### src/source/route_pkg.sv
package route_pkg;

	localparam int word_w = 16;
	localparam int addr_w = 11;
	localparam int apb_addr_w = 8;

	typedef logic [word_w-1:0] word_t;     // q-values, hcm entries, battery, result
	typedef logic [addr_w-1:0] addr_t;     // byte address, bit 0 ignored
	typedef logic [2*word_w-1:0] prod_t;   // full product of two words

	localparam int mem_words = 1024;
	localparam int hcm_length = 11;

	// node memory map, byte addresses
	localparam addr_t neighbor_count_addr = 11'h68A;
	localparam addr_t qvalue_base = 11'h1C8;  // stride 2
	localparam addr_t hcm_base = 11'h648;     // stride 2

	localparam word_t best_init = 16'hFFFE;

	// 14.18 product back to 11.5
	localparam int frac_shift = 13;
	localparam int battery_frac = 15;  // battery status is 1.15

	// apb register offsets
	localparam logic [apb_addr_w-1:0] reg_ctrl = 8'h00;
	localparam logic [apb_addr_w-1:0] reg_battery = 8'h04;
	localparam logic [apb_addr_w-1:0] reg_status = 8'h08;
	localparam logic [apb_addr_w-1:0] reg_result = 8'h0C;
	localparam logic [apb_addr_w-1:0] reg_mem_addr = 8'h10;
	localparam logic [apb_addr_w-1:0] reg_mem_data = 8'h14;

	typedef enum logic [1:0] {
		idle,
		scanning,
		scaling,
		finished
	} seq_state_t;

endpackage
### src/source/apb_node_regs.sv
`timescale 1ns/1ps

module apb_node_regs (
	input  logic                           clock,
	input  logic                           nrst,
	input  logic                           psel,
	input  logic                           penable,
	input  logic                           pwrite,
	input  logic [route_pkg::apb_addr_w-1:0] paddr,
	input  route_pkg::word_t               pwdata,
	output route_pkg::word_t               prdata,
	output logic                           pready,
	output logic                           pslverr,
	input  logic                           busy,
	input  logic                           done,
	input  route_pkg::word_t               result,
	output route_pkg::word_t               battery,
	output logic                           start,
	output logic                           mem_we,
	output route_pkg::addr_t               mem_waddr,
	output route_pkg::word_t               mem_wdata
);

	logic access;
	logic mapped;
	logic err;
	logic write_ok;
	route_pkg::addr_t load_addr;

	assign access = psel & penable;  // access phase, completes this cycle
	assign write_ok = access & pwrite & ~err;
	assign pready = 1'b1;
	assign pslverr = access & err;

	// read mux and offset decode
	always_comb begin
		mapped = 1'b1;
		case (paddr)
			route_pkg::reg_ctrl: prdata = '0;
			route_pkg::reg_battery: prdata = battery;
			route_pkg::reg_status: prdata = {{(route_pkg::word_w-2){1'b0}}, busy, done};
			route_pkg::reg_result: prdata = result;
			route_pkg::reg_mem_addr: begin
				prdata = {{(route_pkg::word_w-route_pkg::addr_w){1'b0}}, load_addr};
			end
			route_pkg::reg_mem_data: prdata = '0;  // no readback
			default: begin
				prdata = '0;
				mapped = 1'b0;
			end
		endcase
	end

	// writes that would disturb a running search are refused
	always_comb begin
		err = ~mapped;
		if (mapped && pwrite && busy) begin
			case (paddr)
				route_pkg::reg_ctrl: err = pwdata[0];  // start while busy
				route_pkg::reg_battery: err = 1'b1;
				route_pkg::reg_mem_data: err = 1'b1;
				default: err = 1'b0;
			endcase
		end
	end

	always_ff @(posedge clock) begin
		if (!nrst) begin
			battery <= '0;
			load_addr <= '0;
			start <= 1'b0;
			mem_we <= 1'b0;
		end else begin
			start <= 1'b0;  // single cycle pulse
			mem_we <= 1'b0;
			if (write_ok) begin
				case (paddr)
					route_pkg::reg_ctrl: start <= pwdata[0];
					route_pkg::reg_battery: battery <= pwdata;
					route_pkg::reg_mem_addr: load_addr <= route_pkg::addr_t'(pwdata);
					route_pkg::reg_mem_data: begin
						mem_we <= 1'b1;
						load_addr <= load_addr + route_pkg::addr_t'(2);  // next word
					end
					default: ;
				endcase
			end
		end
	end

	always_ff @(posedge clock) begin
		if (write_ok && paddr == route_pkg::reg_mem_data) begin
			mem_waddr <= load_addr;
			mem_wdata <= pwdata;
		end
	end

endmodule

### config.mk
export PLATFORM = sky130hd
export DESIGN_NAME = apb_node_regs
export DESIGN_NICKNAME = d
export VERILOG_FILES = /design/src/source/route_pkg.sv /design/src/source/apb_node_regs.sv
export SDC_FILE = /design/constraint.sdc
export NUM_CORES = 1
export LEC_CHECK = 0
export BUFFER_PORTS_ARGS = -buffer_cell sky130_fd_sc_hd__buf_2
export CORE_UTILIZATION = 47
export CTS_CLUSTER_SIZE = 24
export DETAILED_ROUTE_END_ITERATION = 16
export GPL_ROUTABILITY_DRIVEN = 0
export GPL_TIMING_DRIVEN = 1
export HOLD_SLACK_MARGIN = 0.12
export PLACE_DENSITY = 0.87
export SYNTH_ARGS = -nofsm -noshare
export SYNTH_HDL_FRONTEND = slang
export SYNTH_SLANG_ARGS = --single-unit
### constraint.sdc
create_clock -name clock -period 3 [get_ports clock]
set_input_delay 0.3 -clock clock [delete_from_list [all_inputs] [get_ports clock]]
set_output_delay 0.3 -clock clock [all_outputs]
set_load 0.005 [all_outputs]
After elaboration in Yosys (flattened, before gate mapping) --
Cells that the tools add are included.
Word-level totals: ROM bits 0, bits in registers 56, bits in writable memories 0, latch bits 0, memories kept 0
Cells by class: multipliers 0, bitwise logic cells 6, multiplexer cells 6, shift-type cells 0, div/mod/pow operators 0, $lt $le $gt $ge 0, $add $sub $neg 1, reduce and logical (&&, ||, !) cells 11, equality and inequality tests 5
Operators by type and width (number):
- $pmux 16 s4 | 1
- $pmux 11 s2 | 1
- $eq 8x4->1 const B | 2
- $eq 8x5->1 const B | 2
- $add 11x2->11 const B | 1
- $eq 8x3->1 const B | 1
- $logic_not 8->1 | 1
- $reduce_and 2->1 | 3
- $reduce_or 6->1 | 1
- $and 1x1->1 | 4
- $logic_and 1x1->1 | 3
- $mux 1 | 3
- $reduce_and 3->1 | 1
- $not 1->1 | 2
- $pmux 1 s2 | 1
- $reduce_bool 2->1 | 1
- $reduce_or 2->1 | 1

Longest topological paths before layout --
depth in word-level cells 9, mapped depth 8

Worst setup path before layout --
Ideal clock, no wire load.
kind input-to-reg, start point input paddr[7] (netlist name), end point register mem_waddr[0], enable pin, slack 0.473 ns, data arrival time 2.116 ns, library setup time 0.411 ns, cell stages on the path 4, path buffers 1, data required time 2.589 ns, path through nor3_1 nand4_2 clkbuf_1 nor2_1
On the way: longest elaborated chain between the ends 9
RTL lines:
- start, declared | RTL line apb_node_regs.sv:9 | input logic [route_pkg::apb_addr_w-1:0] paddr,
- $eq 8x5->1 (tied with other cells) | RTL line apb_node_regs.sv:38, apb_node_regs.sv:58, apb_node_regs.sv:92
- $reduce_or 6->1 (no line)
- $mux 1 | RTL line apb_node_regs.sv:38 | case (paddr)
- $logic_and 1x1->1 (2 in a row) | RTL line apb_node_regs.sv:57 | if (mapped && pwrite && busy) begin
- $mux 1 | RTL line apb_node_regs.sv:57
- $not 1->1 | RTL line apb_node_regs.sv:31 | assign write_ok = access & pwrite & ~err;
- $and 1x1->1 | RTL line apb_node_regs.sv:31
- $logic_and 1x1->1 * | RTL line apb_node_regs.sv:92 | if (write_ok && paddr == route_pkg::reg_mem_data) begin
- end signal, assigned | RTL line apb_node_regs.sv:93 | mem_waddr <= load_addr;
- end, declared | RTL line apb_node_regs.sv:20 | output route_pkg::addr_t mem_waddr,
Every way passes the cells marked *; elsewhere a longest branch is shown, timed or not. A chain may end at the register's enable or synchronous reset.

Worst setup path after layout --
start point input paddr[5] (netlist name), end point output prdata[7]
On the way: longest elaborated chain between the ends 2
RTL lines:
- $eq 8x5->1 (tied with other cells) | RTL line apb_node_regs.sv:38
- $pmux 16 s4 * | RTL line apb_node_regs.sv:38
- end, declared | RTL line apb_node_regs.sv:11 | output route_pkg::word_t prdata,
Marked as above.

==> impl.org <==
** Status
- The run finished with clean final reports.

** Final layout
- Commonest non-fill, non-tap cells in the layout :: sky130_fd_sc_hd__buf_2, sky130_fd_sc_hd__nand2_1, sky130_fd_sc_hd__nor2_1, sky130_fd_sc_hd__dfxtp_1, sky130_fd_sc_hd__edfxtp_1
- Compared with the post-synthesis result, the final layout area differs by 26.8%.
- Registers take 0.00139 mm2.
- Post-layout instance count excluding filler cells :: 415
- Leaving out fill and tap cells, the most frequent cell in the layout is sky130_fd_sc_hd__buf_2.
- Post-layout net count :: 392
- Counting the fill cells in the layout gives 447.
- The multi-input combinational cells in the finished layout cover a total of 0.00103 mm2.
- The repair_antennas step left the layout with diodes totalling 0.
- For this run, the share of the core covered by cells in the final layout is 0.624.
- Ratio of cells with drive above 1 in the final layout :: 0.388

** Drt
- Detailed-router iteration count before antenna repair :: 4
- In the routed design, unresolved DRC markers number 0.
- Detailed routing placed a total of 354 um of wire on met3.
- Via Count :: 2,225
- Violation count after the first detailed-routing iteration :: 94
- Met2 wirelength from detailed routing :: 2960 um
- For this block, wires on met1 add up to 2650 um.
- After detailed routing, the average wire length per cell comes to 14.6 um.
- Wire length reported by the detailed router :: 6050 um
- Remaining antenna violation count :: 0
- The detailed router used layers up to and including met4.
- In the routed layout, each cell is associated on average with a via count of 5.36.

** Setup path
- The worst setup path is of the in2out kind.
- Reg2Reg Launch Point :: load_addr[1]
- R2R Setup Slk :: 1.33 ns
- Critical Path Source Type :: input pin
- In this run the worst path has a maximum fanout of 14.
- CP Capture Type :: output port
- Data arrival time of the critical path :: 1.64 ns
- Required time at the endpoint of the critical path :: 2.70 ns
- The worst register-to-register path has a depth of 6.
- The worst register-to-register path ends at load_addr[7].

** Clock tree
- Clk buf depth :: 2
- Post-CTS Hold Fix Bufs :: 0
- The H-tree was split into 2 levels.
- In this run the post-CTS setup repair buffer count came out at 0.
- After clock tree synthesis, the clock-pin slew on the worst setup and hold paths is 0.10 ns.
- CTS placed an instance of sky130_fd_sc_hd__clkbuf_8 at the clock tree root.
- TritonCTS built the clock tree.
- In this run, post-CTS repair resized a total of 0 instances.
- For this design, the sink count on the clock tree is 56.
- Clock buffer count from CTS :: 5
- The later pin in the worst-skew pair is clocked with a latency of 0.31 ns.

** Placement
- Buffers placed on the I/O ports in this run total 108.
- Instance count after placement with tap cells included :: 407
- Prior to clock tree synthesis, the placed netlist has a worst setup slack of 0.971 ns.
- DP Wirelength :: 4300 um

** Global routing
- Wire length of the first global-routing pass :: 8860 um
- Initial antenna violation count :: 0
- Entering global routing, the biggest net connects 28 pins.
- Aggregate global-route resource usage :: 0.207
- Global route overflow :: 0
- The number of global-route vias before repair is 1,884.

** Die
- Area of the die :: 0.00568 mm2
- Starting utilization of the core area :: 0.492
- Chip width :: 75.4 um
- Num rows :: 26
- For this design the top-level I/O count stands at 110.
- Core Region :: 0.00514 mm2
- From bottom edge to top edge, the die measures 75.4 um.

** Min path
- The path with the worst hold slack has its endpoint at mem_wdata[12].
- Path category of the worst min-delay check :: in2reg
- The startpoint identified for the worst hold timing path is pwdata[12].
- Counting instances, the worst hold path has a depth of 1.

** Pwr
- Switching portion of total power :: 0.227
- Cell Int Power :: 997 uW
- Clock network fraction of total power :: 0.320
- The share of total power dissipated in combinational logic is 0.062.
- Across the VDD grid, the largest voltage drop is 0.217 mV.
- Seq pwr share :: 0.618
- Cell leakage power :: 1.58 nW
- Pwr Density :: 402 mW/mm2
- Switching power summed over all nets :: 293 uW

** Yosys
- Counting distinct cell types in the post-synthesis netlist gives 47.
- Synthesis produced a netlist whose cell count is 240.
- Counting flops and latches in the post-synthesis netlist gives 56.
- By area the synthesized netlist is led by sky130_fd_sc_hd__edfxtp_1, sky130_fd_sc_hd__dfxtp_1, sky130_fd_sc_hd__mux2i_1.
- Share of the synthesized area in the top cell type :: 0.320
- For this run, the number of Yosys warnings is 0.
- Syn Std Cell Area :: 0.00253 mm2
- For this run, the register share of the synthesized area comes to 0.550.
- Synthesized net count :: 288
- In this run the mean area of a mapped cell was 10.5 um2.
- sky130_fd_sc_hd__edfxtp_1 takes more of the synthesized area than any other cell.

** STA
- Maximum frequency from static timing analysis :: 0.516 GHz
- For the pin with the worst max-slew slack, the measured transition is 0.833 ns.
- Setup slack closes at 1.06 ns.
- Setup violations remaining at the end of the flow were counted as 0.
- Post-Route Setup TNS :: 0 ns
- The tightest hold path in the finished design has a slack of 0.183 ns.
- Setup repair after global routing left no endpoint under its margin.
- Final cycle utilization of the critical path :: 0.645
- Max Slew Vio Count :: 0
- The clock arrives with 0.00735 ns of skew.
- Hold Vio Cnt, Final :: 0
- Max-slew headroom at the worst pin :: 0.444
- Subtracting the final worst setup slack from the clock period gives 1.94 ns.

** Flow run
- The tool flagged a number of max-cap violations equal to 0.
-- worst max path at each step --
stage                  start      endpoint  slack, ns  cells after the start
floorplan           paddr[7]  mem_waddr[0]       0.47                      4
global placement    paddr[4]  load_addr[1]       1.06                      6
detailed placement  paddr[4]  load_addr[1]       0.97                      6
CTS                 paddr[5]     prdata[7]       1.06                      8
global route        paddr[5]     prdata[7]       0.93                      8
finish              paddr[5]     prdata[7]       1.06                      8
-- layout make-up --
cell class	count	share of cell area
multi-input cells	161	0.321
well taps	70	0.0273
clock inverters	3	0.00741
clock buffers	5	0.0215
inverters	7	0.00819
flip-flops and latches	56	0.434
repair buffers	113	0.180
-- sequential cells by signal, summed over array words and instances (netlist names) --
signal	cells
battery	16
load_addr	11
mem_waddr	11
mem_wdata	16
mem_we	1
start	1
-- cells in the mapped netlist, drive strengths merged --
cell	instances
nor2	31
mux2	3
or4	1
nand4	3
nand3	3
nor3b	1
nand4b	1
or3b	1
conb	1
a41oi	1
or3	1
a22oi	9
nor3	5
o221a	2
o2111ai	1
o21ai	3
buf	12
and2	1
o211ai	2
dfxtp	29
edfxtp	27
a22o	5
and3	3
clkbuf	4
nand2	33
nor2b	2
nor4	4
and4	2
o32ai	3
o31ai	2
inv	7
a31oi	5
mux2i	17
o2bb2ai	1
ha	1
o31a	3
a21oi	8
a222oi	2
-- worst max-delay path, cell delays in order --
cell                       delay, ns
sky130_fd_sc_hd__buf_2          0.11
sky130_fd_sc_hd__nor3_4         0.24
sky130_fd_sc_hd__nand2_1        0.22
sky130_fd_sc_hd__nor4_2         0.19
sky130_fd_sc_hd__buf_4          0.26
sky130_fd_sc_hd__a222oi_1       0.13
sky130_fd_sc_hd__inv_1          0.08
sky130_fd_sc_hd__buf_2          0.10
-- cells by family (layout without fill, tap and decap cells) --
family / Yosys count / count (layout) / share of synthesized area
adders and majority gates: 1 / 1 / 0.00494
other: 1 / 1 / 0.00148
buffers and inverters: 23 / 128 / 0.0435
muxes: 20 / 20 / 0.0806
AOI/OAI and AO/OA: 47 / 47 / 0.140
DFF: 56 / 56 / 0.550
and+or+nand+nor: 92 / 92 / 0.179
-- metal layers --
| layer | global-route usage | vias up |
|---|---|---|
| met5 | 0 | - |
| met4 | 0.0597 | 0 |
| met3 | 0.0238 | 9 |
| met2 | 0.365 | 86 |
| met1 | 0.268 | 1038 |
| li1 | - | 1092 |
-- through the flow --
step	instance area, um2	total power [mW]
after floorplan	2530	0.850
after global placement	3110	0.892
after detailed placement	3110	0.894
after CTS	3210	1.29
after global routing	3210	1.32
final	3210	1.29
-- power groups by stage --
stage	Clock, mW	Sequential, mW	Combinational, mW
2_1_floorplan	0	0.815	0.0358
6_report	0.413	0.797	0.0800
3_5_place_dp	0	0.814	0.0797
3_3_place_gp	0	0.814	0.0776
5_1_grt	0.439	0.797	0.0875
4_1_cts	0.417	0.797	0.0799
No activity file was read; power rests on OpenSTA's default activity.
