==> src/source/route_pkg.sv <==
package route_pkg;

	localparam int word_w = 16;
	localparam int addr_w = 11;
	localparam int apb_addr_w = 8;

	typedef logic [word_w-1:0] word_t;     // q-values, hcm entries, battery, result
	typedef logic [addr_w-1:0] addr_t;     // byte address, bit 0 ignored
	typedef logic [2*word_w-1:0] prod_t;   // full product of two words

	localparam int mem_words = 1024;
	localparam int hcm_length = 11;

	// node memory map, byte addresses
	localparam addr_t neighbor_count_addr = 11'h68A;
	localparam addr_t qvalue_base = 11'h1C8;  // stride 2
	localparam addr_t hcm_base = 11'h648;     // stride 2

	localparam word_t best_init = 16'hFFFE;

	// 14.18 product back to 11.5
	localparam int frac_shift = 13;
	localparam int battery_frac = 15;  // battery status is 1.15

	// apb register offsets
	localparam logic [apb_addr_w-1:0] reg_ctrl = 8'h00;
	localparam logic [apb_addr_w-1:0] reg_battery = 8'h04;
	localparam logic [apb_addr_w-1:0] reg_status = 8'h08;
	localparam logic [apb_addr_w-1:0] reg_result = 8'h0C;
	localparam logic [apb_addr_w-1:0] reg_mem_addr = 8'h10;
	localparam logic [apb_addr_w-1:0] reg_mem_data = 8'h14;

	typedef enum logic [1:0] {
		idle,
		scanning,
		scaling,
		finished
	} seq_state_t;

endpackage
==> src/source/route_sequencer.sv <==
`timescale 1ns/1ps

module route_sequencer (
	input  logic             clock,
	input  logic             nrst,
	input  logic             start,
	input  route_pkg::addr_t scan_addr,
	input  route_pkg::addr_t hcm_addr,
	input  logic             scan_done,
	input  logic             scale_done,
	input  route_pkg::word_t scaled,
	output route_pkg::addr_t rd_addr,
	output logic             scan_start,
	output logic             scale_start,
	output logic             busy,
	output logic             done,
	output route_pkg::word_t result
);

	route_pkg::seq_state_t state;

	assign busy = (state == route_pkg::scanning) || (state == route_pkg::scaling);

	// hcm fetch owns the read port only while scaling
	assign rd_addr = (state == route_pkg::scaling) ? hcm_addr : scan_addr;

	always_ff @(posedge clock) begin
		if (!nrst) begin
			state <= route_pkg::idle;
			scan_start <= 1'b0;
			scale_start <= 1'b0;
			done <= 1'b0;
			result <= route_pkg::best_init;
		end else begin
			scan_start <= 1'b0;
			scale_start <= 1'b0;
			case (state)
				route_pkg::idle, route_pkg::finished: begin
					if (start) begin
						state <= route_pkg::scanning;
						scan_start <= 1'b1;
						done <= 1'b0;  // cleared by the next start
					end
				end
				route_pkg::scanning: begin
					if (scan_done) begin
						state <= route_pkg::scaling;
						scale_start <= 1'b1;
					end
				end
				route_pkg::scaling: begin
					if (scale_done) begin
						state <= route_pkg::finished;
						result <= scaled;
						done <= 1'b1;  // busy drops with it
					end
				end
				default: state <= route_pkg::idle;
			endcase
		end
	end

endmodule

==> config.mk <==
export PLATFORM = sky130hd
export DESIGN_NAME = route_sequencer
export DESIGN_NICKNAME = d
export VERILOG_FILES = /design/src/source/route_pkg.sv /design/src/source/route_sequencer.sv
export SDC_FILE = /design/constraint.sdc
export NUM_CORES = 1
export LEC_CHECK = 0
export BUFFER_PORTS_ARGS = -buffer_cell sky130_fd_sc_hd__buf_2
export CAP_MARGIN = 10
export CORE_ASPECT_RATIO = 0.8
export CORE_MARGIN = 2
export CORE_UTILIZATION = 38
export DETAILED_ROUTE_END_ITERATION = 8
export PLACE_DENSITY_LB_ADDON = 0.1
export SLEW_MARGIN = 20
export SYNTH_ARGS = -nofsm -noshare
export SYNTH_HDL_FRONTEND = slang
export SYNTH_SLANG_ARGS = --single-unit
==> constraint.sdc <==
create_clock -name clock -period 1.54 [get_ports clock]
set_input_delay 0.308 -clock clock [delete_from_list [all_inputs] [get_ports clock]]
set_output_delay 0.308 -clock clock [all_outputs]
set_load 0.02 [all_outputs]
# Yosys cells after proc, flatten, opt, wreduce, memory -nomap -nowiden
# Cells that the tools add are included.
dict set report classes {
  n_eq_ne 6
  muxes 10
  reduce_logical 9
}
# cell n
set op_table {}
lappend op_table {{two-way mux 11 bit} 1}
lappend op_table {{two-way mux 2 bit} 3}
lappend op_table {{inequality test 2 bit (second input constant)} 3}
lappend op_table {{one-hot mux 2 bit (3 select lines)} 1}
lappend op_table {{AND reduction 2 bit} 3}
lappend op_table {{AND reduction 3 bit} 2}
lappend op_table {{== test 2 bit (second input constant)} 2}
lappend op_table {{two-way mux 1 bit} 4}
lappend op_table {{== test 2 x 1 -> 1 bit (second input constant)} 1}
lappend op_table {{logical NOT 2 bit} 1}
lappend op_table {{one-hot mux 1 bit (2 select lines)} 1}
lappend op_table {{nonzero test 2 bit} 1}
lappend op_table {{OR reduction 2 bit} 1}
lappend op_table {{logical OR 1 bit} 1}
dict set report totals {
  reg_bits 21
  inputBits 43
  wordCells 30
  output_inout_bits 31
}

# Longest topological paths before layout
# Gate-level depths: netlist (run 1).
dict set report depth {
  word_depth 4
  ltp_mapped 7
  ltp_nobuf 5
}

# Least setup slack after synthesis (run 1)
# Ideal clock, no wire load.
dict set report synth_path {
  path_kind {flip-flop to output port}
  start {register state[0]}
  end {output rd_addr[0]}
  required_ns 1.232
  arrival_time_ns 1.158
  path_stages_with_launch 5
  path_buffers 1
  setup_slack_ns 0.074
  cell_sequence {dfxtp_1 inv_1 ha_1 buf_4 mux2_2}
}
dict set report synth_between {
  elab_chain_cells 2
}
# item line_no
set synth_rtl {}
lappend synth_rtl {{start: declaration} route_sequencer.sv:20} ;# route_pkg::seq_state_t state;
lappend synth_rtl {{start signal: assignment} route_sequencer.sv:29} ;# state <= route_pkg::idle;
lappend synth_rtl {{start signal: assignment} route_sequencer.sv:40} ;# state <= route_pkg::scanning;
lappend synth_rtl {{start signal: assignment} route_sequencer.sv:47} ;# state <= route_pkg::scaling;
lappend synth_rtl {{== test 2 bit} route_sequencer.sv:25} ;# assign rd_addr = (state == route_pkg::scaling) ? hcm_addr : scan_addr;
lappend synth_rtl {{two-way mux 11 bit} route_sequencer.sv:25}
lappend synth_rtl {{end: declaration} route_sequencer.sv:12} ;# output route_pkg::addr_t rd_addr,
# No other way between the ends.

# Final worst setup path (run 1)
dict set report layout_path {
  start {register state[0]}
  end {output rd_addr[7]}
}
# Same word-level chain as after synthesis.

==> impl_metrics.env, run 1 <==
export IMPL_leakage_nw=0.7906
export IMPL_drc=0
export IMPL_min_delay_path_class="input port to flip-flop"
export IMPL_syn_num_nets=154
export IMPL_drv_cap=0
export IMPL_die_y_um=48.21
export IMPL_cp_slowest_cell="dfxtp_2"
export IMPL_drtIter0Drc=13
export IMPL_critPathTopFamily="flip-flops"
export IMPL_vias_per_cell=4.783
export IMPL_hold_violations=0
export IMPL_dieWidth_um=59.26
export IMPL_fillCellCount=193
export IMPL_synth_top_family_by_area="simple AND/OR/NAND/NOR gates"
export IMPL_antenna_found_initial=0
export IMPL_crit_chain="inv_2 -> ha_4 -> buf_6 -> mux2_4 -> buf_6"
export IMPL_layout_common_cells="buf_2 (62), nand2_1 (36), dfxtp_1 (19)"
export IMPL_final_max_slew_violation_count=0
export IMPL_switchingPower_uw=813.4
export IMPL_syn_to_final_growth_pct=60.38
export IMPL_core_area_um2=2233
export IMPL_dieArea_um2=2857
export IMPL_start_util_pct=41.57
export IMPL_worstSetupPathType="flip-flop to output port"
export IMPL_antenna_cells=0
export IMPL_clock_root_buffer="clkbuf_4"
export IMPL_clockBufferDepth=2
export IMPL_worst_ir_drop_vdd_v=0.0007218
export IMPL_io_buffers=73
export IMPL_h_tree_depth=1
export IMPL_final_area_um2=1489
export IMPL_hpwl_mm=1.820
export IMPL_timing_final_crit_share_pct=113.1
export IMPL_rsz0062_at_grt="true"
export IMPL_synthSimpleGateAreaFrac_pct=27.49
export IMPL_multiInputGateArea_um2=494.2
export IMPL_start_kind="flip-flop"
export IMPL_nets=233
export IMPL_switching_share_pct=38.25
export IMPL_avgSynthCellArea_um2=8.517
export IMPL_fin_ws_ns=-0.2013
export IMPL_synthXorXnorAreaFrac_pct=0
export IMPL_placed_cell_area_um2=1316
export IMPL_mostFrequentLayoutCell="buf_2"
export IMPL_numCtsBuffers=3
export IMPL_synthMuxAreaShare_pct=13.34
export IMPL_intPower_mw=1.313
export IMPL_cp_required_ns=1.23
export IMPL_combPwrFrac_pct=53.9
export IMPL_grt_pass1_wl_mm=3.767
export IMPL_status="finished with violations"
export IMPL_ios=74
export IMPL_wire_per_inst_um=12.15
export IMPL_grt_max_degree=24
export IMPL_overflow=0
export IMPL_synth_adder_area_share_pct=2.695
export IMPL_yosysSeqAreaShare_pct=45.28
export IMPL_synth_warnings=0
export IMPL_worstMarginPinSlew_ns=0.3859
export IMPL_max_slew_margin_rel_pct=74.27
export IMPL_seqCellArea_um2=422.9
export IMPL_clock_latency_ns=0.30
export IMPL_clk_pin_slew_ns=0.12
export IMPL_gp_routability_congestion=0.7313
export IMPL_ant_nets=0
export IMPL_track_usage_pct=18.02
export IMPL_violations="negative setup slack"
export IMPL_fin_crit_ns=1.741
export IMPL_holdWs_ns=0.2041
export IMPL_clock_skew_ns=0.008319
export IMPL_synth_distinct_cells=18
export IMPL_synth_compound_area_share_pct=5.391
export IMPL_cts_tree="yes"
export IMPL_grt_pass1_vias=911
export IMPL_synth_seq_cells=21
export IMPL_setup_viol_count_final=11
export IMPL_drive_gt1_share_pct=53.48
export IMPL_path_common_cell="buf_6"
export IMPL_route_vias_total=1014
export IMPL_crit_arrival_ns=1.43
export IMPL_path_max_fanout=5
export IMPL_fp_row_count=15
export IMPL_p_clk_share_pct=12.1
export IMPL_cpPeakStageDelay_ns=0.35
export IMPL_cts_hold_buf=0
export IMPL_syn_cell_area_um2=928.4
export IMPL_timing_fmax_mhz=574.3
export IMPL_crit_buf_inv=3
export IMPL_p_per_area_nw_per_um2=1428
export IMPL_clock_sinks=21
export IMPL_timing_setup_tns_ns=-2.022
export IMPL_synthCells=109
export IMPL_drt_first_pass_iters=4
export IMPL_routed_wl_mm=2.576
export IMPL_seqPwrFrac_pct=34.0
export IMPL_end_kind="output port"
==> power groups by stage <==
stage	Clock, mW	Combinational [mW]	Sequential, mW
floorplan	0	0.511	0.846
global placement	0	0.906	0.724
detailed placement	0	0.926	0.730
CTS	0.271	1.14	0.723
global route	0.307	1.24	0.738
finish	0.258	1.15	0.723
==> cells in the mapped netlist, drive strengths merged <==
master  count  area [µm²]
and3        2       12.51
nor3b       1       7.510
nand3      15       75.07
a41o        2       20.02
nand2b      3       18.77
a21oi       2       10.01
clkbuf      2       7.510
inv         4       15.01
buf         4       31.27
dfxtp      21       420.4
ha          2       25.02
and2        1       6.260
a21boi      1       7.510
nand2      36       135.1
mux2       11       123.9
a31oi       2       12.51
==> sequential cells by signal, summed over array words and instances (netlist names) <==
signal / cells
result: 16
state: 2
done: 1
scale_start: 1
scan_start: 1
==> worst reg2reg max path, cell delays in order, from the launching register on <==
cell and delay [ns]:
dfxtp_2 0.35, inv_2 0.04, ha_4 0.16, buf_6 0.12, buf_4 0.13, nand2_1 0.18, buf_4 0.22, nand2_1 0.06
nand3_1 0.07
==> stage by stage <==
| stage | setup slack (ns) | cells | power, mW | util (%) |
|---|---|---|---|---|
| after global routing | -0.2610 | 212 | 2.286 | 66.67 |
| after floorplan | 0.07355 | 109 | 1.357 | - |
| after detailed placement | 0.003725 | 205 | 1.656 | 58.94 |
| final | -0.2013 | 212 | 2.127 | 66.67 |
| after CTS | -0.1878 | 212 | 2.138 | 66.67 |
| after global placement | 0.06199 | 205 | 1.630 | 58.94 |
==> final cells by class <==
type	instances	area share [%]
inverter	4	1.008
multi-input combinational	78	33.19
sequential	21	28.40
timing repair buffer	80	33.45
clock buffer	3	1.513
clock inverter	1	0.3361
tap	25	2.101
==> path summary, 6_finish.rpt <==
kind                           from                       to  slack (ns)  cells past startpoint
max           state[0]$_SDFFE_PN0P_               rd_addr[7]       -0.20                      5
min                      scaled[14]  result[14]$_SDFFE_PN1P_        0.20                      3
min reg2reg  result[0]$_SDFFE_PN0P_   result[0]$_SDFFE_PN0P_        0.47                      2
max reg2reg   state[0]$_SDFFE_PN0P_   result[5]$_SDFFE_PN1P_        0.14                      8
==> kinds of logic (layout without fill, tap and decap cells) <==
group / after synthesis / after routing
and+or+nand+nor: 58 / 58
muxes: 11 / 11
buffers and inverters: 10 / 88
adders and majority gates: 2 / 2
DFF: 21 / 21
AOI/OAI and AO/OA: 7 / 7
==> per-layer routing <==
layer  global-route usage [%]  wire length, µm  up-vias
met4                    4.091               12        0
li1                         -                -      517
met1                    19.74             1040      448
met2                    34.07             1281       47
met3                    6.631              242        2
met5                        0                0        -
==> what timing repair did <==
action	CTS	global route
setup endpoints to repair	13	11
resized for setup	38	0
pin swaps	1	0
buffers inserted	3	0
Power figures use the tool's default switching activity.
==> run 2: changes to the inputs <==
--- a/config.mk
+++ b/config.mk
@@ -11,6 +11,7 @@
 export CORE_MARGIN = 2
 export CORE_UTILIZATION = 38
 export DETAILED_ROUTE_END_ITERATION = 8
+export GPL_TIMING_DRIVEN = 0
 export PLACE_DENSITY_LB_ADDON = 0.1
 export SLEW_MARGIN = 20
 export SYNTH_ARGS = -nofsm -noshare
==> impl_metrics.env, run 2 (synthesis gave the netlist of run 1 again) <==
export IMPL_status="finished with violations"
export IMPL_violations="negative setup slack"
export IMPL_routed_wl_mm=2.848
export IMPL_end_kind="output port"
export IMPL_dieArea_um2=2857
export IMPL_fp_row_count=15
export IMPL_clock_latency_ns=0.30
export IMPL_r2r_start="state[0]$_SDFFE_PN0P_"
export IMPL_timing_fmax_mhz=574.9
export IMPL_p_per_area_nw_per_um2=1422
export IMPL_clock_root_buffer="clkbuf_4"
export IMPL_drt_first_pass_iters=4
export IMPL_combPwrFrac_pct=55.8
export IMPL_start_kind="flip-flop"
export IMPL_reg_top3="result (16), state (2)"
export IMPL_setup_viol_count_final=11
export IMPL_fin_crit_ns=1.739
export IMPL_worstMarginPinSlew_ns=0.4193
export IMPL_dp_slack_ns=-0.1247
export IMPL_drc=0
export IMPL_grt_pass1_wl_mm=4.243
export IMPL_mostFrequentLayoutCell="buf_2"
export IMPL_intPower_mw=1.388
export IMPL_path_max_fanout=5
export IMPL_whs_path_depth=3
export IMPL_drv_cap=0
export IMPL_route_vias_total=1068
export IMPL_regMostFlops="result"
export IMPL_antenna_found_initial=0
export IMPL_final_area_um2=1572
export IMPL_final_max_slew_violation_count=0
export IMPL_start_util_pct=41.57
export IMPL_seqCellArea_um2=422.9
export IMPL_leakage_nw=0.8339
export IMPL_h_tree_depth=1
export IMPL_reg2reg_depth=9
export IMPL_min_to="result[1]$_SDFFE_PN1P_"
export IMPL_largest_reg_flops=16
export IMPL_final_cells=218
export IMPL_hold_path_startpoint="scaled[1]"
export IMPL_timing_setup_tns_ns=-2.092
export IMPL_r2r_setup_slack_ns=0.05
export IMPL_dpl_cell_count=207
export IMPL_switchingPower_uw=846.5
export IMPL_ios=74
export IMPL_drtIter0Drc=14
export IMPL_core_area_um2=2233
export IMPL_cts_tree="yes"
export IMPL_wire_per_inst_um=13.06
export IMPL_hold_violations=0
export IMPL_multiInputGateArea_um2=520.5
export IMPL_overflow=0
export IMPL_crit_arrival_ns=1.43
export IMPL_worstSetupPathType="flip-flop to output port"
export IMPL_nets=239
export IMPL_power_mw=2.235
export IMPL_timing_final_crit_share_pct=113.0
export IMPL_layout_common_cells="buf_2 (62), nand2_1 (32), dfxtp_1 (19)"
export IMPL_gp_routability_congestion=0.7946
export IMPL_grt_pass1_vias=1059
export IMPL_clk_pin_slew_ns=0.12
export IMPL_max_slew_margin_rel_pct=72.05
export IMPL_clock_sinks=21
export IMPL_numCtsBuffers=3
export IMPL_syn_to_final_growth_pct=69.27
export IMPL_rsz0062_at_grt="true"
export IMPL_hpwl_mm=1.885
export IMPL_cp_required_ns=1.23
export IMPL_dieWidth_um=59.26
export IMPL_vias_per_cell=4.899
export IMPL_fin_ws_ns=-0.1995
export IMPL_drive_gt1_share_pct=55.44
export IMPL_r2r_end="result[4]$_SDFFE_PN1P_"
export IMPL_grt_max_degree=12
export IMPL_fillCellCount=165
export IMPL_worst_ir_drop_vdd_v=0.0008050
export IMPL_io_buffers=73
export IMPL_seqPwrFrac_pct=32.3
export IMPL_placed_cell_area_um2=1325
export IMPL_switching_share_pct=37.88
export IMPL_p_clk_share_pct=11.9
export IMPL_min_delay_path_class="input port to flip-flop"
export IMPL_die_y_um=48.21
export IMPL_clock_skew_ns=0.005220
export IMPL_ant_nets=0
export IMPL_track_usage_pct=20.59
export IMPL_antenna_cells=0
export IMPL_clockBufferDepth=2
==> run 2: critical path, stage by stage, from the launching register on <==
cell	delay, ns
dfxtp_2	0.35
inv_2	0.04
ha_4	0.17
buf_6	0.13
mux2_4	0.30
buf_6	0.13
==> run 2: what timing repair did <==
action | 4_1_cts | 5_1_grt
pin swaps | 1 | 1
endpoints found under the setup margin | 12 | 11
resized for setup | 41 | 9
setup buffers | 5 | 1
cloned | 1 | 0
hold buffers | 0 | 0
==> run 2: how the worst max path moves through the flow <==
stage | endpoint | slack, ns | cells after the start | from
after floorplan | rd_addr[0] | 0.07 | 4 | state[0]$_SDFFE_PN0P_
after global placement | rd_addr[1] | -0.09 | 5 | state[0]$_SDFFE_PN0P_
after detailed placement | rd_addr[5] | -0.12 | 5 | state[0]$_SDFFE_PN0P_
after CTS | rd_addr[5] | -0.20 | 5 | state[0]$_SDFFE_PN0P_
after global routing | rd_addr[6] | -0.26 | 5 | state[0]$_SDFFE_PN0P_
final | rd_addr[6] | -0.20 | 5 | state[0]$_SDFFE_PN0P_
==> run 2: cell type report <==
class / instances / share of cell area [%]
Buffer: 6 / 3.344
Tap cell: 25 / 1.990
Clock buffer: 4 / 1.672
Multi-Input combinational cell: 78 / 33.12
Inverter: 4 / 0.9554
Timing Repair Buffer: 80 / 32.01
Sequential cell: 21 / 26.91
==> run 2: power groups by stage <==
stage,clock [mW],combinational (mW),sequential (mW)
2_1_floorplan,0,0.511,0.846
3_3_place_gp,0,0.895,0.723
3_5_place_dp,0,0.918,0.728
4_1_cts,0.280,1.21,0.722
5_1_grt,0.309,1.34,0.739
6_report,0.265,1.25,0.721
==> run 2: metal layers <==
metal | GRT usage [%] | share of wire, % | up-vias
met5 | 0 | 0 | -
met4 | 9.545 | 2.0 | 0
met3 | 7.427 | 8.7 | 6
met2 | 42.64 | 52 | 53
met1 | 18.18 | 37 | 481
li1 | - | - | 528
==> run 2: through the flow <==
step,hold WS [ns],utilization [%]
finish,0.2015,70.36
global route,0.1744,70.36
CTS,0.1886,69.02
detailed placement,0.4459,59.33
global placement,0.4432,59.33
floorplan,0.4322,-
