===== src/source/route_pkg.sv =====
package route_pkg;

	localparam int word_w = 16;
	localparam int addr_w = 11;
	localparam int apb_addr_w = 8;

	typedef logic [word_w-1:0] word_t;     // q-values, hcm entries, battery, result
	typedef logic [addr_w-1:0] addr_t;     // byte address, bit 0 ignored
	typedef logic [2*word_w-1:0] prod_t;   // full product of two words

	localparam int mem_words = 1024;
	localparam int hcm_length = 11;

	// node memory map, byte addresses
	localparam addr_t neighbor_count_addr = 11'h68A;
	localparam addr_t qvalue_base = 11'h1C8;  // stride 2
	localparam addr_t hcm_base = 11'h648;     // stride 2

	localparam word_t best_init = 16'hFFFE;

	// 14.18 product back to 11.5
	localparam int frac_shift = 13;
	localparam int battery_frac = 15;  // battery status is 1.15

	// apb register offsets
	localparam logic [apb_addr_w-1:0] reg_ctrl = 8'h00;
	localparam logic [apb_addr_w-1:0] reg_battery = 8'h04;
	localparam logic [apb_addr_w-1:0] reg_status = 8'h08;
	localparam logic [apb_addr_w-1:0] reg_result = 8'h0C;
	localparam logic [apb_addr_w-1:0] reg_mem_addr = 8'h10;
	localparam logic [apb_addr_w-1:0] reg_mem_data = 8'h14;

	typedef enum logic [1:0] {
		idle,
		scanning,
		scaling,
		finished
	} seq_state_t;

endpackage

===== src/source/neighbor_scan.sv =====
`timescale 1ns/1ps

module neighbor_scan (
	input  logic             clock,
	input  logic             nrst,
	input  logic             scan_start,
	input  route_pkg::word_t rdata,
	output route_pkg::addr_t scan_addr,
	output route_pkg::word_t best_q,
	output logic             scan_done
);

	typedef enum logic [1:0] {
		scan_idle,
		scan_wait,
		scan_count,
		scan_q
	} scan_phase_t;

	scan_phase_t phase;
	route_pkg::word_t count;
	route_pkg::word_t idx;  // index of the q-value now in rdata
	logic last;

	assign last = (idx == count - route_pkg::word_t'(1));

	always_ff @(posedge clock) begin
		if (!nrst) begin
			phase <= scan_idle;
			scan_addr <= route_pkg::neighbor_count_addr;
			best_q <= route_pkg::best_init;
			count <= '0;
			idx <= '0;
			scan_done <= 1'b0;
		end else begin
			scan_done <= 1'b0;
			case (phase)
				scan_idle: begin
					if (scan_start) begin
						scan_addr <= route_pkg::neighbor_count_addr;
						best_q <= route_pkg::best_init;
						phase <= scan_wait;
					end
				end
				scan_wait: begin
					scan_addr <= route_pkg::qvalue_base;  // count word in flight
					phase <= scan_count;
				end
				scan_count: begin
					count <= rdata;
					idx <= '0;
					scan_addr <= scan_addr + route_pkg::addr_t'(2);
					if (rdata == '0) begin
						scan_done <= 1'b1;  // no neighbors, keep best_init
						phase <= scan_idle;
					end else begin
						phase <= scan_q;
					end
				end
				scan_q: begin
					if (rdata < best_q) begin
						best_q <= rdata;  // strictly smaller only
					end
					idx <= idx + route_pkg::word_t'(1);
					scan_addr <= scan_addr + route_pkg::addr_t'(2);  // read runs one ahead
					if (last) begin
						scan_done <= 1'b1;
						phase <= scan_idle;
					end
				end
				default: phase <= scan_idle;
			endcase
		end
	end

endmodule


===== config.mk =====
export PLATFORM = sky130hd
export DESIGN_NAME = neighbor_scan
export DESIGN_NICKNAME = d
export VERILOG_FILES = /design/src/source/route_pkg.sv /design/src/source/neighbor_scan.sv
export SDC_FILE = /design/constraint.sdc
export NUM_CORES = 1
export LEC_CHECK = 0
export BUFFER_PORTS_ARGS = -buffer_cell sky130_fd_sc_hd__clkbuf_2
export CAP_MARGIN = 10
export CORE_ASPECT_RATIO = 1.5
export CORE_MARGIN = 2
export CORE_UTILIZATION = 40
export DETAILED_ROUTE_END_ITERATION = 6
export GPL_TIMING_DRIVEN = 1
export PLACE_DENSITY = 0.59
export SYNTH_ARGS = -nofsm -noshare
export SYNTH_HDL_FRONTEND = slang
export SYNTH_SLANG_ARGS = --single-unit

===== constraint.sdc =====
create_clock -name clock -period 2.3 [get_ports clock]
set_input_delay 0.345 -clock clock [delete_from_list [all_inputs] [get_ports clock]]
set_output_delay 0.345 -clock clock [all_outputs]
set_load 0.005 [all_outputs]

Word level (Yosys, flattened, before mapping)
Cells that the tools add are included.

storage, ports and cells
  flip-flop bits (word level) = 62
  input port bits = 19
  output and inout bits = 28
  logic and storage cells = 37

cells by class
  add/sub/neg operators = 3
  order comparisons = 1
  eq/ne operators = 7
  muxes and demuxes = 13
  reduce and logical (&&, ||, !) cells = 7

operators by type and width
  cell                     number
  $pmux W16 S2             2
  $pmux W11 S3             1
  $mux W16                 2
  $add A16 B1 Y16 const B  1
  $eq A16 B16 Y1           1
  $logic_not A16 Y1        1
  $lt A16 B16 Y1           1
  $sub A16 B1 Y16 const B  1
  $add A11 B2 Y11 const B  1
  $mux W11                 1
  $pmux W2 S4              1
  $mux W2                  3
  $ne A2 B2 Y1 const B     3
  $eq A2 B2 Y1 const B     2
  $reduce_bool A2 Y1       2
  $reduce_and A3 Y1        1
  $eq A2 B1 Y1 const B     1
  $logic_not A2 Y1         1
  $mux W1                  2
  $pmux W1 S2              1
  $reduce_and A2 Y1        1
  $reduce_or A2 Y1         1

Depth between registers and ports, before layout
Gate-level depths: netlist of run 1.

  word-level depth = 4
  mapped depth = 10
  depth with buffers taken out = 9

Least setup slack after synthesis of run 1
OpenSTA, ideal clock, no wires.

  path kind = register to register
  start point = reg best_q[9]
  end point = reg best_q[0]
  library setup time = 72 ps
  arrival = 2194 ps
  data required time = 2228 ps
  setup slack = 34 ps
  stages on the path, launching flop included = 10
  buffers on the path = 1
  period minus slack after synthesis = 2266 ps
  cells stage by stage = dfxtp_1 -> inv_1 -> ha_1 -> a21o_1 -> a21o_1 -> a21oi_1 -> o211ai_1 -> nor2_1 -> buf_2 -> mux2i_1

between the ends
  cells in the longest elaborated chain, start to end = 3

ends and longest elaborated chain
  what                         RTL line             source
  from (decl)                  neighbor_scan.sv:9   output route_pkg::word_t best_q,
  from (signal assigned)       neighbor_scan.sv:31  best_q <= route_pkg::best_init;
  from (signal assigned)       neighbor_scan.sv:41  best_q <= route_pkg::best_init;
  from (signal assigned)       neighbor_scan.sv:62  best_q <= rdata;
  $lt A16 B16 Y1               neighbor_scan.sv:61  if (rdata < best_q) begin
  $ne A2 B2 Y1 (no line)       -
  $reduce_and A3 Y1 (no line)  -

Every way passes these cells.
A chain may end at the register's enable or synchronous reset.

Worst setup path after layout of run 1
  start point = reg count[2]
  end point = reg scan_done

between the ends
  cells in the longest elaborated chain, start to end = 4

ends and longest elaborated chain
  what                    RTL line             source
  from (decl)             neighbor_scan.sv:21  route_pkg::word_t count;
  from (signal assigned)  neighbor_scan.sv:50  count <= rdata;
  $sub A16 B1 Y16         neighbor_scan.sv:25  assign last = (idx == count - route_pkg::word_t'(1));
  $eq A16 B16 Y1          neighbor_scan.sv:25
  $mux W1                 neighbor_scan.sv:66  if (last) begin
  $pmux W1 S2             neighbor_scan.sv:37  case (phase)
  to (signal assigned)    neighbor_scan.sv:34  scan_done <= 1'b0;
  to (signal assigned)    neighbor_scan.sv:36  scan_done <= 1'b0;
  to (signal assigned)    neighbor_scan.sv:67  scan_done <= 1'b1;
  to (decl)               neighbor_scan.sv:10  output logic scan_done

Every way passes these cells.

==> impl_results.md, run 1 <==
- PwrDens: 704 nW/um^2
- Nets: 538
- Mapped cell area: 3590 um^2
- Diodes inserted: 0
- Setup Viol. Count Final: 0
- Static Leak: 1.87 nW
- Critical Path End Type: flop
- CTS Sinks: 61
- Core Util, Final: 0.492
- Top Usage Layer GRT: met2
- DRT Pass-1 Iters: 4
- Ranking of synthesized cells by area: dfxtp_1, nor2_1, nand2_1, ha_1, xnor2_1
- Row count: 42
- Port-buffer cells: 45
- Worst slew pin tran: ~0.56 ns
- Routed WL per cell: 14.5 um
- Seq pwr share: 0.381
- GRT met1 Usage: 0.251
- Ys flop type: dfxtp_1
- DRC Markers: 0
- Commonest cells in the synthesized netlist: nor2_1, dfxtp_1, nand2_1
- WL final: slightly below 9000 um
- Cell count after synthesis: 447
- Max Cap Viol: 0
- Fin. max-slew vios: 0
- Via count: 3191
- WHS: 0.308 ns
- Max IR drop VDD: ~0.38 mV
- Comb pwr share: 0.183
- Starting Density: 0.409
- Outcome: complete, no violations
- CP max FO: 7
- RSZ-0062 raised after global routing: no
- Total track usage: 0.203
- Synth Register Bits: 61
- CTS tree: yes
- Routing usage on met3: 0.0368
- Post-synth EDFFs: 0
- IO Pins: 47
- Area growth, synth to finish: 20.3%
- Placement Cell Area: 3990 um^2
- Cell taking the most area after synthesis: dfxtp_1
- HPWL Detailed: 6720 um
- Setup CP Type: flop to flop
- Setup_tns: 0 ns
- Tmin final: 2.13 ns
- Vias in the first global route: between 3000 and 4000
- Die ar.: between 9000 and 10000 um^2
- Drt initial violations: 172
- First-pass GRT wire length: 15400 um
- Post-DRT Antenna Nets: 0
- H-Tree Depth: 3
- Clock Latency Late Sink: around 0.33 ns
- Critical Path RT: 2.58 ns
- Max-slew headroom: 0.622
- Initial antenna violation count: 0
- Inserted Clock Buffers: 9
- Final Cell Area: 4310 um^2
- Cell variety after synth: just under 50
- Final clock skew: approximately 0.0046 ns
- Count of final hold-check violations: 0
- HP Class: primary input to flop
- Reg clk slew, reported paths: ~0.050 ns
- NetSw: 0.827 mW
- Sequential area share after synthesis: 0.340
- Syn Area/Cell: 8.03 um^2
- Die width: 81.3 um
- Data arrival, critical path: 2.40 ns
- Met2 usage: 0.331
- Die height: 120 um
- Share of cells above drive strength 1: 0.174
- Largest net degree at the start of global routing: 24
- Post-synth ARST share: 0
- Yosys warns: 0
- Gpl congestion: 0.932
- Final period utilization: 0.924
- FILL cells: 870
- Vias per cell: ~5.2
- F_max: 470 MHz
- Root Buffer: clkbuf_16
- GR Overflow Total: 0
- Crit start category: flop
- Most common cell in the synthesized netlist: nor2_1
- Core footprint: 8780 um^2
- Post-synth net total: 484
- Synth top area share: 0.340
- Clock Power Share: 0.436
- Deepest clock path buffer count: 2
- Int Pwr: ~2.2 mW
- Net Sw Frac: 0.272
==> worst max-delay path, stage by stage, from the launching register on <==
cell and delay, ns:
dfxtp_1 0.39, nor4_1 0.52, nand3_1 0.17, xnor2_1 0.33, nand4_1 0.14, nor4_1 0.16
and4b_1 0.24, o211a_1 0.13
==> metrics by stage <==
stage          power (mW)  worst slack (ns)  std cells
2_1_floorplan        1.53            0.0339        447
3_3_place_gp         1.71             0.167        600
3_5_place_dp         1.71             0.139        600
4_1_cts              3.06             0.105        615
5_1_grt              3.19           0.00806        615
6_report             3.04             0.174        615
==> state kept, by name, summed over array words and instances, names as in the netlist <==
signal,count
phase,2
scan_addr,10
count,16
idx,16
best_q,16
scan_done,1
==> repair_timing <==
action / in CTS / in global routing
endpoints found under the setup margin: 0 / 3
hold buffers: 0 / 0
hold endpoints to repair: 0 / 0
buffers inserted: 0 / 0
resized for setup: 0 / 6
==> per-layer routing <==
layer  up-vias  share of wire  wire, um
met4         0          0.026       234
met3        14          0.025       220
li1       1644              -         -
met2        58           0.52      4580
met1      1475           0.43      3860
met5         -              0         0
==> area by class of cell <==
| cell class | instances | area [um^2] | share of cell area |
|---|---|---|---|
| Inverter | 21 | 78.8 | 0.0183 |
| Sequential cell | 61 | 1220 | 0.283 |
| Timing Repair Buffer | 63 | 360 | 0.0835 |
| Tap cell | 110 | 138 | 0.0319 |
| Clock buffer | 15 | 298 | 0.0690 |
| Multi-Input combinational cell | 345 | 2220 | 0.514 |
==> cell usage in the layout, fill, tap and decap left out, drive strengths merged, types with 7 or more instances in the layout <==
| cell type | instances |
|---|---|
| dfxtp | 61 |
| o21ai | 16 |
| a21oi | 10 |
| nor4 | 10 |
| buf | 18 |
| nor3 | 7 |
| nand2 | 61 |
| clkbuf | 60 |
| a21boi | 17 |
| inv | 21 |
| nand4 | 10 |
| mux2i | 19 |
| xor2 | 21 |
| nor2 | 63 |
| ha | 18 |
| nand3 | 19 |
| xnor2 | 25 |
==> power groups by stage <==
| stage | sequential [mW] | clock, mW | combinational, mW |
|---|---|---|---|
| 2_1_floorplan | 1.16 | 0 | 0.366 |
| 3_3_place_gp | 1.18 | 0 | 0.530 |
| 3_5_place_dp | 1.18 | 0 | 0.535 |
| 4_1_cts | 1.16 | 1.36 | 0.540 |
| 5_1_grt | 1.17 | 1.41 | 0.617 |
| 6_report | 1.16 | 1.33 | 0.555 |
==> logic make-up after synthesis <==
family                   share of synthesized area
other                                      0.00105
buffers and inverters                       0.0492
multiplexers                                0.0530
AO/OA/AOI/OAI                                0.114
flip-flops                                   0.340
XOR/XNOR                                     0.112
AND/OR/NAND/NOR                              0.267
adder cells (fa/ha/maj)                     0.0628
==> final timing paths <==
| check | slack (ns) | startpoint | cells past startpoint | to |
|---|---|---|---|---|
| worst min-delay path | 0.31 | rdata[1] | 3 | count[1] |
| worst max-delay path | 0.17 | count[2] | 7 | scan_done |
| worst min register to register | 0.48 | count[15] | 2 | count[15] |
| worst max register to register | 0.17 | count[2] | 7 | scan_done |
Note: power is estimated with default switching activity, not from simulation.
==> run 2, diff against run 1 <==
Settings changed: CORE_ASPECT_RATIO 1.5 to 0.75, CORE_MARGIN 2 to 1.5, PLACE_DENSITY 0.59 to 0.57.
Clock period 2.3 ns to 2.66 ns, I/O delays scaled along.
==> run 2 against run 1 <==
  * Critical path type unchanged
  * Sequential cell count did not move
  * Maximum frequency is 14% lower
  * Sequential share of layout area grew 0.72 points
  * Critical path depth rose by 2
  * Critical endpoint is now phase[0]
  * Utilization decreased by 0.079 points
  * Die area fell by 2.1%
  * Total power decreased by 13%
  * Highest routed layer unchanged
  * Sequential power down 13%
  * Final cell count decreased by 2.3%
  * Combinational power is 26% lower
  * Clock skew up 0.0016 ns
==> impl_results.md, run 2 (synthesis results as in run 1) <==
- CTS Sinks: between 60 and 70
- Worst path cell trace: inv_1, ha_1, nor3b_1, nand2_1, xnor2_1, o221ai_1, mux2i_1, nor3_1, a41oi_1
- DRT Pass-1 Iters: 5
- Setup Viol. Count Final: 0
- Top Family by Delay on Critical Path: simple AND/OR/NAND/NOR gates
- RSZ-0062 raised after global routing: no
- WL met2: roughly 3400 um
- PwrDens: between 600 and 700 nW/um^2
- Cell Count, Final, Fillers Out: 601
- Setup_tns: 0 ns
- Area growth, synth to finish: 17.2%
- Inserted Clock Buffers: 9
- Post-CTS setup buffers: 0
- Port-buffer cells: 45
- Clock Latency Late Sink: 0.34 ns
- Die width: 112 um
- Gpl congestion: 0.852
- Deepest clock path buffer count: 2
- Flop2flop setup slack: 0.19 ns
- CP max FO: 9
- Reg clk slew, reported paths: 0.05 ns
- Max IR drop VDD: 0.283 mV
- Final Cell Area: 4200 um^2
- Bufs and invs on worst path: 1
- Core footprint: between 8000 and 9000 um^2
- Worst path slowest cell: nor3b_1
- Sequential cell area: ~1200 um^2
- Vias in the first global route: about 2800
- Row count: 29
- WL final: 8540 um
- Diodes inserted: 0
- Max incr delay on CP: 0.46 ns
- Routed WL per cell: around 14 um
- CP Depth: 9
- Critical Path RT: 2.84 ns
- Post-place setup slack: 0.200 ns
- FF-to-FF Start: count[0]
- Critical Path End Type: flop
- Leading cell type in the layout, fill and taps excluded: nor2_1
- First-pass GRT wire length: 14000 um
- Static Leak: 1.80 nW
- Nets: 525
- H-Tree Depth: 3
- Worst slew pin tran: 0.626 ns
- Hold_buf cts: 0
- Most frequent cells in the layout: nor2_1, nand2_1, dfxtp_1, clkbuf_2, xnor2_1
- Tmin final: 2.47 ns
- Largest net degree at the start of global routing: 22
- Met3 wire length: 614 um
- Worst hold start: rdata[8]
- Total track usage: 0.188
- Min-Delay Endpoint: count[8]
- Root Buffer: clkbuf_16
- HPWL Detailed: 6390 um
- Die ar.: 9550 um^2
- Crit start category: flop
- Share of cells above drive strength 1: 0.144
- Reg2Reg Depth: 9
- IO Pins: 47
- Resized Gates After CTS: 0
- Fin. max-slew vios: 0
- Hold path depth: 3
- Cells after DPL: between 500 and 600
- Starting Density: 0.419
- Area occupied by multi-input gates: 2190 um^2
- Final period utilization: 0.928
- Data arrival, critical path: roughly 2.7 ns
- Die height: roughly 85 um
- Capturing point of the worst reg2reg path: phase[0]
- WL met1: 4390 um
- Drt initial violations: approximately 180
- Via count: 3131
- F_max: 405 MHz
- Max-slew headroom: 0.581
- Vias per cell: 5.21
- Count of final hold-check violations: 0
- Placement Cell Area: 3890 um^2
- FILL cells: about 860
- Outcome: complete, no violations
- HP Class: primary input to flop
- Setup CP Type: flop to flop
- GR Overflow Total: 0
- Post-DRT Antenna Nets: 0
- Initial antenna violation count: 0
- Biggest regs: best_q: 16 flops, count: 16 flops, idx: 16 flops
- DRC Markers: 0
- Max layer used: met4
- Final clock skew: ~0.0062 ns
- Max Cap Viol: 0
- CTS tree: yes
- Final setup margin: 0.191 ns
==> run 2: final cells by class <==
type	count	area share
Multi-Input combinational cell	345	0.522
Timing Repair Buffer	50	0.0625
Inverter	21	0.0188
Clock buffer	13	0.0643
Tap cell	108	0.0322
Clock inverter	3	0.0101
Sequential cell	61	0.291
==> run 2: worst max-delay path by stage <==
stage                     startpoint  slack (ns)   endpoint
after CTS                   count[0]        0.19   phase[0]
after global routing        count[0]       0.003   phase[0]
after global placement      count[0]        0.37  scan_done
after floorplan             rdata[9]        0.37  best_q[0]
final                       count[0]        0.19   phase[0]
after detailed placement    count[0]        0.20   phase[0]
==> run 2: power breakdown <==
part | switching, mW | internal (mW)
registers | 0.0594 | 0.949
clock network | 0.408 | 0.799
logic | 0.238 | 0.175
==> run 2: tightest hold or removal path, cell delays in order <==
cell,delay [ns]
clkbuf_2,0.12
nand2_1,0.06
a21boi_0,0.06
==> run 2: metal layers <==
| layer | global-route usage | vias up |
|---|---|---|
| met3 | 0.0500 | 7 |
| li1 | - | 1610 |
| met2 | 0.259 | 75 |
| met1 | 0.278 | 1439 |
| met5 | 0 | - |
| met4 | 0.0656 | 0 |
==> run 2: stage by stage <==
| stage | hold slack [ns] | utilization | total power [mW] |
|---|---|---|---|
| 2_1_floorplan | 0.457 | - | 1.32 |
| 3_3_place_gp | 0.482 | 0.454 | 1.43 |
| 3_5_place_dp | 0.495 | 0.454 | 1.44 |
| 4_1_cts | 0.347 | 0.491 | 2.66 |
| 5_1_grt | 0.379 | 0.491 | 2.75 |
| 6_report | 0.358 | 0.491 | 2.63 |
==> run 3, diff against run 2 <==
Settings changed: CORE_ASPECT_RATIO 0.75 to 1.4.
==> run 3 against run 2 <==
  * Combinational power grew 1%
  * Routed wire length is essentially flat
  * Clock-buffer cell count is the same
  * Critical path type unchanged
  * Largest cell class unchanged
  * Highest routed layer unchanged
==> impl_results.md, run 3 (synthesis results as in run 1) <==
- Outcome: complete, no violations
- Row count: 40
- Total track usage: 0.188
- Drt initial violations: 121
- Fin. max-slew vios: 0
- CTS Sinks: 61
- Clock Latency Late Sink: 0.32 ns
- PwrDens: between 600 and 700 nW/um^2
- DRC Markers: 0
- Deepest clock path buffer count: 2
- Vias per cell: 5.26
- IO Pins: 47
- Die ar.: 9550 um^2
- Worst Setup SP: count[0]
- HPWL Detailed: roughly 6400 um
- Data arrival, critical path: between 2 and 3 ns
- Max Cap Viol: 0
- Tmin final: 2.37 ns
- WL final: 8530 um
- Die height: between 100 and 150 um
- Via count: 3142
- F_max: about 420 MHz
- First-pass GRT wire length: 14300 um
- Starting Density: 0.414
- Gpl congestion: 0.840
- Inserted Clock Buffers: 9
- Initial antenna violation count: 0
- RSZ-0062 raised after global routing: no
- Worst hold start: rdata[0]
- GR Overflow Total: 0
- DRT Pass-1 Iters: 4
- Area growth, synth to finish: 16.4%
- Reg clk slew, reported paths: 0.05 ns
- Routed WL per cell: 14.3 um
- H-Tree Depth: 3
- Nets: 526
- Setup Viol. Count Final: 0
- Post-DRT Antenna Nets: 0
- Share of cells above drive strength 1: 0.142
- Final clock skew: 0.00674 ns
- Crit start category: flop
- Core footprint: between 8000 and 9000 um^2
- Leading cell type in the layout, fill and taps excluded: nor2_1
- Port-buffer cells: 45
- Static Leak: 1.80 nW
- Die width: 83.0 um
- Max IR drop VDD: 0.353 mV
- Critical Path End Type: flop
- Vias in the first global route: 3014
- Core Util, Final: 0.482
- Count of final hold-check violations: 0
- HP Class: primary input to flop
- Resized Gates After CTS: 0
- Worst slew pin tran: 0.684 ns
- FF-to-FF Start: count[0]
- Final period utilization: 0.891
- Biggest regs: best_q: 16 flops, count: 16 flops, idx: 16 flops
- Setup_tns: 0 ns
- Post-CTS setup buffers: 0
- Setup CP Type: flop to flop
- Most frequent cells in the layout: nor2_1, nand2_1, dfxtp_1, clkbuf_2, xnor2_1
- Max-slew headroom: 0.543
- Critical Path RT: 2.87 ns
- Diodes inserted: 0
- CTS tree: yes
- Root Buffer: clkbuf_16
- Hold_buf cts: 0
- CP max FO: 9
- Largest net degree at the start of global routing: 20
run 3: changes by cell type in the layout (fill, tap and decap cells not counted), sizes merged:
cell / previous run / this run
buf: 5 / 6
bufinv: 1 / 0
clkinvlp: 1 / 0
run 3: path summary, 6_finish.rpt:
check / slack (ns) / cells after the start / end
setup / recovery: 0.29 / 9 / scan_done
hold / removal: 0.36 / 3 / count[0]
setup reg to reg: 0.29 / 9 / scan_done
hold reg to reg: 0.48 / 2 / count[15]
run 3: power by group:
group / leakage (nW) / internal [mW] / switching (mW)
combinational: 1.16 / 0.176 / 0.242
clock: 0.144 / 0.719 / 0.378
sequential: 0.495 / 0.950 / 0.0584
run 3: layer usage:
layer  GRT usage  vias to the layer above  wire (um)
met5           0                        -          0
met4      0.0933                        0        112
met3      0.0302                        8        221
met2       0.336                       55       4430
met1       0.218                     1467       3760
li1            -                     1612          -
run 3: critical path, cell delays in order, from the launching register on:
cell and delay, ns:
dfxtp_1 0.36, inv_1 0.08, ha_1 0.33, nor3b_1 0.40, nand2_1 0.19, xnor2_1 0.17, o221ai_1 0.13, mux2i_1 0.18
and4b_1 0.23, o211a_1 0.20
run 3: cell type report:
type | instances | area, um^2
multi-input combinational | 345 | 2190
tap | 105 | 131
clock buffer | 13 | 280
clock inverter | 1 | 5.00
fill | 863 | 4480
sequential | 61 | 1220
inverter | 21 | 78.8
timing repair buffer | 51 | 270
run 3: stage by stage:
stage	area (um^2)	power (mW)	cells	hold WS [ns]	setup slack [ns]
4_1_cts	4180	2.56	597	0.357	0.271
3_5_place_dp	3890	1.44	583	0.477	0.297
6_report	4180	2.52	597	0.365	0.289
2_1_floorplan	3590	1.32	447	0.457	0.369
3_3_place_gp	3890	1.44	583	0.472	0.353
5_1_grt	4180	2.65	597	0.370	0.132
